[src/rtl/cnnShapePkg.sv]
// image geometry, data widths and row types for the single channel conv layer
package cnnShapePkg;

	localparam int imgW = 6; // pixels per unpadded row
	localparam int imgH = 6; // rows per frame
	localparam int filtF = 3; // square filter edge
	localparam int padW = imgW + 2; // one zero pixel each side
	localparam int pixW = 8; // pixel and weight width
	localparam int accW = 32; // MAC sum width

	// element 0 is the leftmost pixel in every row type
	typedef logic [0:imgW-1][pixW-1:0] pixRowT; // 48 bits
	typedef logic [0:padW-1][pixW-1:0] padRowT; // 64 bits
	typedef logic [0:filtF*filtF-1][pixW-1:0] weightsT; // signed taps in raster order
	typedef logic [0:imgW-1][accW-1:0] accRowT; // 192 bits of signed sums

endpackage

[src/rtl/cnnTimingPkg.sv]
// MAC sequence timing and output quantization constants
package cnnTimingPkg;

	localparam int macCount = cnnShapePkg::filtF * cnnShapePkg::filtF; // taps per pixel
	localparam int seqLen = macCount + 3; // cycles windowValid stays high
	localparam int validCount = macCount + 1; // counter value for the sum strobe
	localparam int quantShift = 4; // right shift ahead of saturation

endpackage

[src/rtl/windowIf.sv]
`timescale 1ns/100ps
// three padded lines plus valid level from the line buffer to the conv engine
interface windowIf;

	cnnShapePkg::padRowT top; // line above the output row
	cnnShapePkg::padRowT mid; // line of the output row
	cnnShapePkg::padRowT bot; // line below
	logic windowValid; // held high for one full sequence

	modport source (
		output top, mid, bot, windowValid
	);

	modport sink (
		input top, mid, bot, windowValid
	);

endinterface

[src/rtl/rowIngest.sv]
`timescale 1ns/100ps
// pads rows, keeps the three-line buffer and times each conv window
module rowIngest (
	input logic clk,
	input logic reset,
	input cnnShapePkg::pixRowT pixelRow, // unpadded row from the source
	input logic rowValid, // one-cycle strobe
	windowIf.source win,
	output logic rowReady, // source may send next row
	output logic frameDone // pulse as the bottom window ends
);

	cnnShapePkg::padRowT padded; // row with zero border
	logic [$clog2(cnnShapePkg::imgH+1)-1:0] rowCnt; // rows taken this frame
	logic [$clog2(cnnTimingPkg::seqLen)-1:0] winCnt; // cycles into window
	logic bottomPend; // zero line loaded, waiting one low cycle
	logic bottomWin; // running the frame's last window
	logic firstRow;
	logic winLast; // final high cycle of a window
	logic loadBottom; // queue the zero bottom line as the last input window ends

	assign padded = {{cnnShapePkg::pixW{1'b0}}, pixelRow, {cnnShapePkg::pixW{1'b0}}};
	assign firstRow = (rowCnt == '0);
	assign winLast = win.windowValid && (int'(winCnt) == cnnTimingPkg::seqLen - 1);
	assign loadBottom = winLast && !bottomWin && (int'(rowCnt) == cnnShapePkg::imgH);

	always_ff @(posedge clk or posedge reset) begin
		if (reset) begin
			rowReady <= 1'b1;
			rowCnt <= '0;
			winCnt <= '0;
			win.windowValid <= 1'b0;
			bottomPend <= 1'b0;
			bottomWin <= 1'b0;
			frameDone <= 1'b0;
		end else begin
			frameDone <= 1'b0; // pulse default
			if (rowValid) begin
				rowReady <= 1'b0;
				rowCnt <= rowCnt + 1'b1;
				if (!firstRow) begin // row 0 only fills the buffer
					win.windowValid <= 1'b1;
					winCnt <= '0;
				end
			end else if (bottomPend) begin
				bottomPend <= 1'b0; // start bottom window after the gap cycle
				bottomWin <= 1'b1;
				win.windowValid <= 1'b1;
				winCnt <= '0;
			end else if (winLast) begin
				win.windowValid <= 1'b0;
				if (bottomWin) begin
					bottomWin <= 1'b0;
					frameDone <= 1'b1;
					rowCnt <= '0; // next row starts a new frame
				end else if (loadBottom) begin
					bottomPend <= 1'b1;
				end
			end else if (win.windowValid) begin
				winCnt <= winCnt + 1'b1;
			end else if (!rowReady) begin
				rowReady <= 1'b1; // accept next row when idle
			end
		end
	end

	// line buffer shifting upward on each row
	always_ff @(posedge clk) begin
		if (rowValid) begin
			win.top <= firstRow ? '0 : win.mid;
			win.mid <= firstRow ? '0 : win.bot; // zero line above row 0
			win.bot <= padded;
		end else if (loadBottom) begin
			win.top <= win.mid;
			win.mid <= win.bot;
			win.bot <= '0; // zero line below the last row
		end
	end

	assert property (@(posedge clk) disable iff (reset) rowValid |-> rowReady)
		else $error("rowValid while rowReady low");

endmodule

[src/rtl/convUnit.sv]
`timescale 1ns/100ps
// serial 3x3 multiply-accumulate for one output pixel
module convUnit (
	input logic clk,
	input logic clear, // zeroes index and sum
	input logic [0:cnnShapePkg::filtF-1][cnnShapePkg::pixW-1:0] taps0, // upper line
	input logic [0:cnnShapePkg::filtF-1][cnnShapePkg::pixW-1:0] taps1,
	input logic [0:cnnShapePkg::filtF-1][cnnShapePkg::pixW-1:0] taps2, // lower line
	input cnnShapePkg::weightsT weights,
	output logic signed [cnnShapePkg::accW-1:0] result
);

	logic [0:cnnTimingPkg::macCount-1][cnnShapePkg::pixW-1:0] patch; // raster order
	logic [$clog2(cnnTimingPkg::macCount+1)-1:0] tapIdx;
	logic tapActive; // index still inside the patch
	logic [cnnShapePkg::pixW-1:0] pix; // unsigned pixel
	logic signed [cnnShapePkg::pixW-1:0] wgt;
	logic signed [cnnShapePkg::accW-1:0] prod; // sign-extended product

	assign patch = {taps0, taps1, taps2};
	assign tapActive = (int'(tapIdx) < cnnTimingPkg::macCount);

	always_comb begin
		pix = '0;
		wgt = '0;
		if (tapActive) begin
			pix = patch[tapIdx];
			wgt = $signed(weights[tapIdx]);
		end
		prod = $signed({1'b0, pix}) * wgt; // zero-extend pixel and keep weight sign
	end

	always_ff @(posedge clk) begin
		if (clear) begin
			tapIdx <= '0;
			result <= '0;
		end else if (tapActive) begin
			tapIdx <= tapIdx + 1'b1; // stops at nine
			result <= result + prod;
		end
	end

endmodule

[src/rtl/convLayerSingle.sv]
`timescale 1ns/100ps
// row conv engine with one MAC unit per output pixel and a shared sequencer
module convLayerSingle (
	input logic clk,
	input logic reset,
	windowIf.sink win,
	input cnnShapePkg::weightsT weights, // steady for the frame
	output cnnShapePkg::accRowT sumRow,
	output logic sumValid // one-cycle strobe per window
);

	logic clearAcc; // held high between sequences
	logic [$clog2(cnnTimingPkg::seqLen)-1:0] seqCnt;

	// unit n sees padded columns n to n+2
	for (genvar n = 0; n < cnnShapePkg::imgW; n++) begin : gUnit
		convUnit unit (
			.clk(clk),
			.clear(clearAcc),
			.taps0(win.top[n +: cnnShapePkg::filtF]),
			.taps1(win.mid[n +: cnnShapePkg::filtF]),
			.taps2(win.bot[n +: cnnShapePkg::filtF]),
			.weights(weights),
			.result(sumRow[n])
		);
	end

	always_ff @(posedge clk or posedge reset) begin
		if (reset) begin
			seqCnt <= '0;
			clearAcc <= 1'b1;
			sumValid <= 1'b0;
		end else if (!win.windowValid) begin
			seqCnt <= '0; // hold units in clear without a window
			clearAcc <= 1'b1;
			sumValid <= 1'b0;
		end else if (int'(seqCnt) == cnnTimingPkg::validCount) begin
			seqCnt <= seqCnt + 1'b1;
			sumValid <= 1'b1; // all taps summed
		end else if (int'(seqCnt) == cnnTimingPkg::seqLen - 1) begin
			seqCnt <= '0;
			clearAcc <= 1'b1;
			sumValid <= 1'b0;
		end else begin
			seqCnt <= seqCnt + 1'b1;
			clearAcc <= 1'b0; // units run taps
			sumValid <= 1'b0;
		end
	end

	// source must keep the window for the whole sequence
	assert property (@(posedge clk) disable iff (reset)
		$fell(win.windowValid) |-> (seqCnt == '0))
		else $error("windowValid dropped mid sequence");

endmodule

[src/rtl/reluQuant.sv]
`timescale 1ns/100ps
// ReLU, shift and 8-bit saturation of one result row, registered
module reluQuant (
	input logic clk,
	input logic reset,
	input cnnShapePkg::accRowT sumRow,
	input logic sumValid,
	output cnnShapePkg::pixRowT outRow,
	output logic outValid
);

	cnnShapePkg::pixRowT quantRow; // next output row

	function automatic logic [cnnShapePkg::pixW-1:0] quantize(
		input logic [cnnShapePkg::accW-1:0] s
	);
		logic [cnnShapePkg::accW-1:0] shifted;
		shifted = s >> cnnTimingPkg::quantShift;
		if (s[cnnShapePkg::accW-1])
			return '0; // negative sum
		if (|shifted[cnnShapePkg::accW-1:cnnShapePkg::pixW])
			return '1; // saturate at 255
		return shifted[cnnShapePkg::pixW-1:0];
	endfunction

	always_comb begin
		for (int n = 0; n < cnnShapePkg::imgW; n++)
			quantRow[n] = quantize(sumRow[n]);
	end

	always_ff @(posedge clk or posedge reset) begin
		if (reset)
			outValid <= 1'b0;
		else
			outValid <= sumValid; // one cycle behind the sums
	end

	always_ff @(posedge clk) begin
		if (sumValid)
			outRow <= quantRow;
	end

	assert property (@(posedge clk) disable iff (reset) outValid |=> !outValid)
		else $error("outValid high two cycles in a row");

endmodule

[src/rtl/convTop.sv]
`timescale 1ns/100ps
// same-padded 3x3 conv layer for one channel with line buffer, MAC engine and quantizer
module convTop (
	input logic clk,
	input logic reset,
	input cnnShapePkg::pixRowT pixelRow, // unpadded input row
	input logic rowValid, // only while rowReady
	input cnnShapePkg::weightsT weights, // held for a frame
	output logic rowReady,
	output cnnShapePkg::pixRowT outRow,
	output logic outValid,
	output logic frameDone
);

	windowIf winBus (); // line buffer to engine
	cnnShapePkg::accRowT sumRow; // raw signed sums
	logic sumValid;

	rowIngest ingest (
		.clk(clk),
		.reset(reset),
		.pixelRow(pixelRow),
		.rowValid(rowValid),
		.win(winBus.source),
		.rowReady(rowReady),
		.frameDone(frameDone)
	);

	convLayerSingle engine (
		.clk(clk),
		.reset(reset),
		.win(winBus.sink),
		.weights(weights),
		.sumRow(sumRow),
		.sumValid(sumValid)
	);

	reluQuant quant (
		.clk(clk),
		.reset(reset),
		.sumRow(sumRow),
		.sumValid(sumValid),
		.outRow(outRow),
		.outValid(outValid)
	);

endmodule

[config.mk]
export PLATFORM = sky130hd
export DESIGN_NAME = convTop
export DESIGN_NICKNAME = d
export VERILOG_FILES = /design/src/rtl/cnnShapePkg.sv /design/src/rtl/cnnTimingPkg.sv /design/src/rtl/windowIf.sv /design/src/rtl/rowIngest.sv /design/src/rtl/convUnit.sv /design/src/rtl/convLayerSingle.sv /design/src/rtl/reluQuant.sv /design/src/rtl/convTop.sv
export SDC_FILE = /design/constraint.sdc
export NUM_CORES = 2
export LEC_CHECK = 0
export BUFFER_PORTS_ARGS = -buffer_cell sky130_fd_sc_hd__buf_2
export CAP_MARGIN = 20
export CORE_MARGIN = 2
export CORE_UTILIZATION = 50
export CTS_BUF_LIST = sky130_fd_sc_hd__clkbuf_8
export DETAILED_ROUTE_END_ITERATION = 10
export PLACE_DENSITY = 0.67
export SLEW_MARGIN = 20
export SYNTH_ARGS = -nofsm -noshare
export SYNTH_HDL_FRONTEND = slang
export SYNTH_SLANG_ARGS = --single-unit
[constraint.sdc]
create_clock -name clk -period 17.4 [get_ports clk]
set_input_delay 0.87 -clock clk [delete_from_list [all_inputs] [get_ports clk]]
set_output_delay 0.87 -clock clk [all_outputs]
set_load 0.01 [all_outputs]
==> run metrics <==
Final Skew 0.0496 ns; layout cells sized above 1 0.120; Fill cells 8288; Clock Latency Late Sink 0.75 ns; post-synthesis cell type count 94; flops & latches, synth 427; Total GRT Usage 0.278; predominant post-synthesis flop cell dfxtp_1; CP max-delay cell dfxtp_1; largest net degree at the start of global routing 101; Max FO, Critical Path 23; wire length per cell 20.7 µm; crit start category flip-flop; CP Buf/Inv Count 3; Hold WC Path Type in -> async; Max Cap Viol 0; gate count of the mapped netlist 4856; initial antenna violation count 39; CTS Buf Count 85; Clock Tree Buf Depth 3; routability cong. 0.983; Final Net Count 6071; reg-to-reg endpoint engine.gUnit[3].unit.result[31]; reg2reg path depth 23; Fmax 120 MHz; Worst EP arrival 8.95 ns; Mapped Area 0.0459 mm²; die outline height 307 µm; reg2reg start engine.gUnit[3].unit.tapIdx[3]; Post-CTS Setup Bufs 0; Area growth syn-to-layout 8.49%; Tcrit/Tclk final 0.479; Initial Util 0.503; CP Capture Type flip-flop; EDFF count, synth 192; max_slew headroom 0.282; Worst-path clk slew 0.07 ns; RSZ-0062 raised after global routing no; delay-heaviest family, CP adder cells; status finished, final reports clean; antenna-violating nets left 0; Post-synth ARST share 0.0445; setup violators final 0; leading cell type in the layout, fill and taps excluded ha_1; Slew Limit Fails 0; highest cell delay on the worst timing path 1.01 ns; Top Ports 174; DR iter-0 viols 3219; Ys Warns 0; Vias 36945; register area share after synthesis 0.230; CP required 18.02 ns; R2R Setup Slk 9.07 ns; first-pass GRT wire length 206000 µm; TritonCTS clock tree done; Syn Area/Cell 9.45 µm²; synthesized net count 5951; H-tree Lvls 3; chip width 307 µm; most used cell along the critical path fa_1; wirelength, routed 129000 µm; # rows 111; core box area 0.0912 mm²; Setup TNS Final 0 ns; Final min period 8.33 ns; vias in the first global route 37070; Root Buffer clkbuf_8; global route overflow 0; most frequent cells in the layout ha_1 (666), nand2_1 (576), inv_1 (565); critical path, cell by cell nor4b_1 -> and2_1 -> nand2_1 -> o21ai_1 -> nand2_1 -> fa_1 -> fa_1 -> inv_1 -> fa_1 -> fa_1 -> inv_1 -> fa_1 -> inv_1 -> ha_1 -> a21o_1 -> a21oi_1 -> a21boi_1 -> o221a_2 -> a21oi_1 -> o31ai_1 -> o21ai_0 -> nor2b_1 -> o311a_1; vias per std cell 5.90; Clock Sinks 427; CTS Hold Bufs 0; DR DRC count 0; Worst Max-Slew Pin Slew 1.07 ns; final hold vios 0; first-pass iteration count of the detailed router 6; I/O Buffers 173; PostCTS Resize Cnt 0; die footprint 0.0942 mm²; DP Wirelength 97400 µm; critical path class reg -> reg
[layer usage]
metal / vias up / part of all wire / GRT usage
li1: 17219 / - / -
met1: 17913 / 0.42 / 0.374
met2: 1495 / 0.44 / 0.433
met5: - / 0.00029 / 0
met3: 310 / 0.099 / 0.0693
met4: 8 / 0.039 / 0.108
[logic make-up after synthesis]
| family | Yosys count | synth area share |
|---|---|---|
| AO/OA/AOI/OAI | 849 | 0.118 |
| XOR/XNOR | 147 | 0.0281 |
| adder cells (fa/ha/maj) | 972 | 0.315 |
| buffers and inverters | 725 | 0.0604 |
| flip-flops | 427 | 0.230 |
| multiplexers | 230 | 0.0943 |
| AND/OR/NAND/NOR | 1506 | 0.154 |
[through the flow]
stage / worst slack, ns / utilization / hold slack [ns] / area [µm²] / std cells
2_1_floorplan: 5.18 / - / 0.432 / 45900 / 4856
3_3_place_gp: 9.32 / 0.525 / 0.437 / 47900 / 6075
3_5_place_dp: 9.37 / 0.525 / 0.443 / 47900 / 6075
4_1_cts: 9.33 / 0.544 / 0.210 / 49700 / 6235
5_1_grt: 8.67 / 0.545 / 0.292 / 49700 / 6246
6_report: 9.07 / 0.545 / 0.246 / 49800 / 6261
[worst register-to-register path, delay by kind of cell (launching register included)]
family	cells	cell delay, ns
AOI/OAI and AO/OA	9	2.41
adders and majority gates	6	2.87
buffers and inverters	3	0.14
DFF	1	1.01
and+or+nand+nor	5	1.79
[synthesized netlist by cell type (16+ instances only)]
library cell,number,area [µm²]
nor2_1,331,1240
and2_1,199,1240
a21oi_1,360,1800
o21a_1,29,218
fa_1,306,6130
and3_1,36,225
o21ai_1,29,145
nor2b_1,41,257
nand4_1,16,100
nor4_1,41,257
mux4_2,160,3600
or3_1,22,138
buf_2,34,170
a21o_1,80,601
mux2i_1,54,541
nand2b_1,39,244
nand3_1,82,410
a211oi_1,41,308
a221oi_1,25,219
o211ai_1,21,158
dfrtp_1,17,425
o21ai_0,95,475
xnor2_1,105,920
or2_2,29,181
o21bai_1,17,128
inv_1,535,2010
mux2_2,16,180
o31ai_1,21,158
nand2_1,576,2160
edfxtp_1,192,5770
buf_1,24,90.1
xor2_1,42,368
a31oi_1,26,163
dfxtp_1,216,4320
nor3_1,55,275
clkbuf_1,124,465
ha_1,666,8330
[registers in the layout, summed over array words and instances (netlist names)]
register                  count
engine.clearAcc               1
engine.gUnit.unit.result    192
engine.gUnit.unit.tapIdx     24
engine.seqCnt                 4
engine.sumValid               1
ingest.bottomPend             1
ingest.bottomWin              1
ingest.frameDone              1
ingest.rowCnt                 3
ingest.rowReady               1
ingest.win.bot               48
ingest.win.mid               48
ingest.win.top               48
ingest.win.windowValid        1
ingest.winCnt                 4
quant.outRow                 48
quant.outValid                1
[how the worst max path moves through the flow]
stage                     depth (start not counted)                              end                      startpoint  slack, ns
after global routing                             22  engine.gUnit[3].unit.result[30]  engine.gUnit[3].unit.tapIdx[3]       8.67
final                                            23  engine.gUnit[3].unit.result[31]  engine.gUnit[3].unit.tapIdx[3]       9.07
after CTS                                        23  engine.gUnit[3].unit.result[31]  engine.gUnit[3].unit.tapIdx[3]       9.33
after global placement                           23  engine.gUnit[3].unit.result[31]  engine.gUnit[3].unit.tapIdx[3]       9.32
after detailed placement                         23  engine.gUnit[3].unit.result[31]  engine.gUnit[3].unit.tapIdx[3]       9.37
after floorplan                                   5               ingest.win.bot[10]                ingest.winCnt[0]       5.18
[area by class of cell]
class	count	area [µm²]	share of cell area
inverters	541	2030	0.0408
clock buffers	95	1310	0.0263
flip-flops and latches	427	10600	0.213
multi-input cells	3704	32600	0.656
clock inverters	65	455	0.00915
repair buffers	217	1200	0.0240
diodes	26	65.1	0.00131
well taps	1186	1480	0.0298
Power is left out: the tool's default activity adds up to more than one toggle a clock period on the data nets, which glitch-free logic cannot reach.
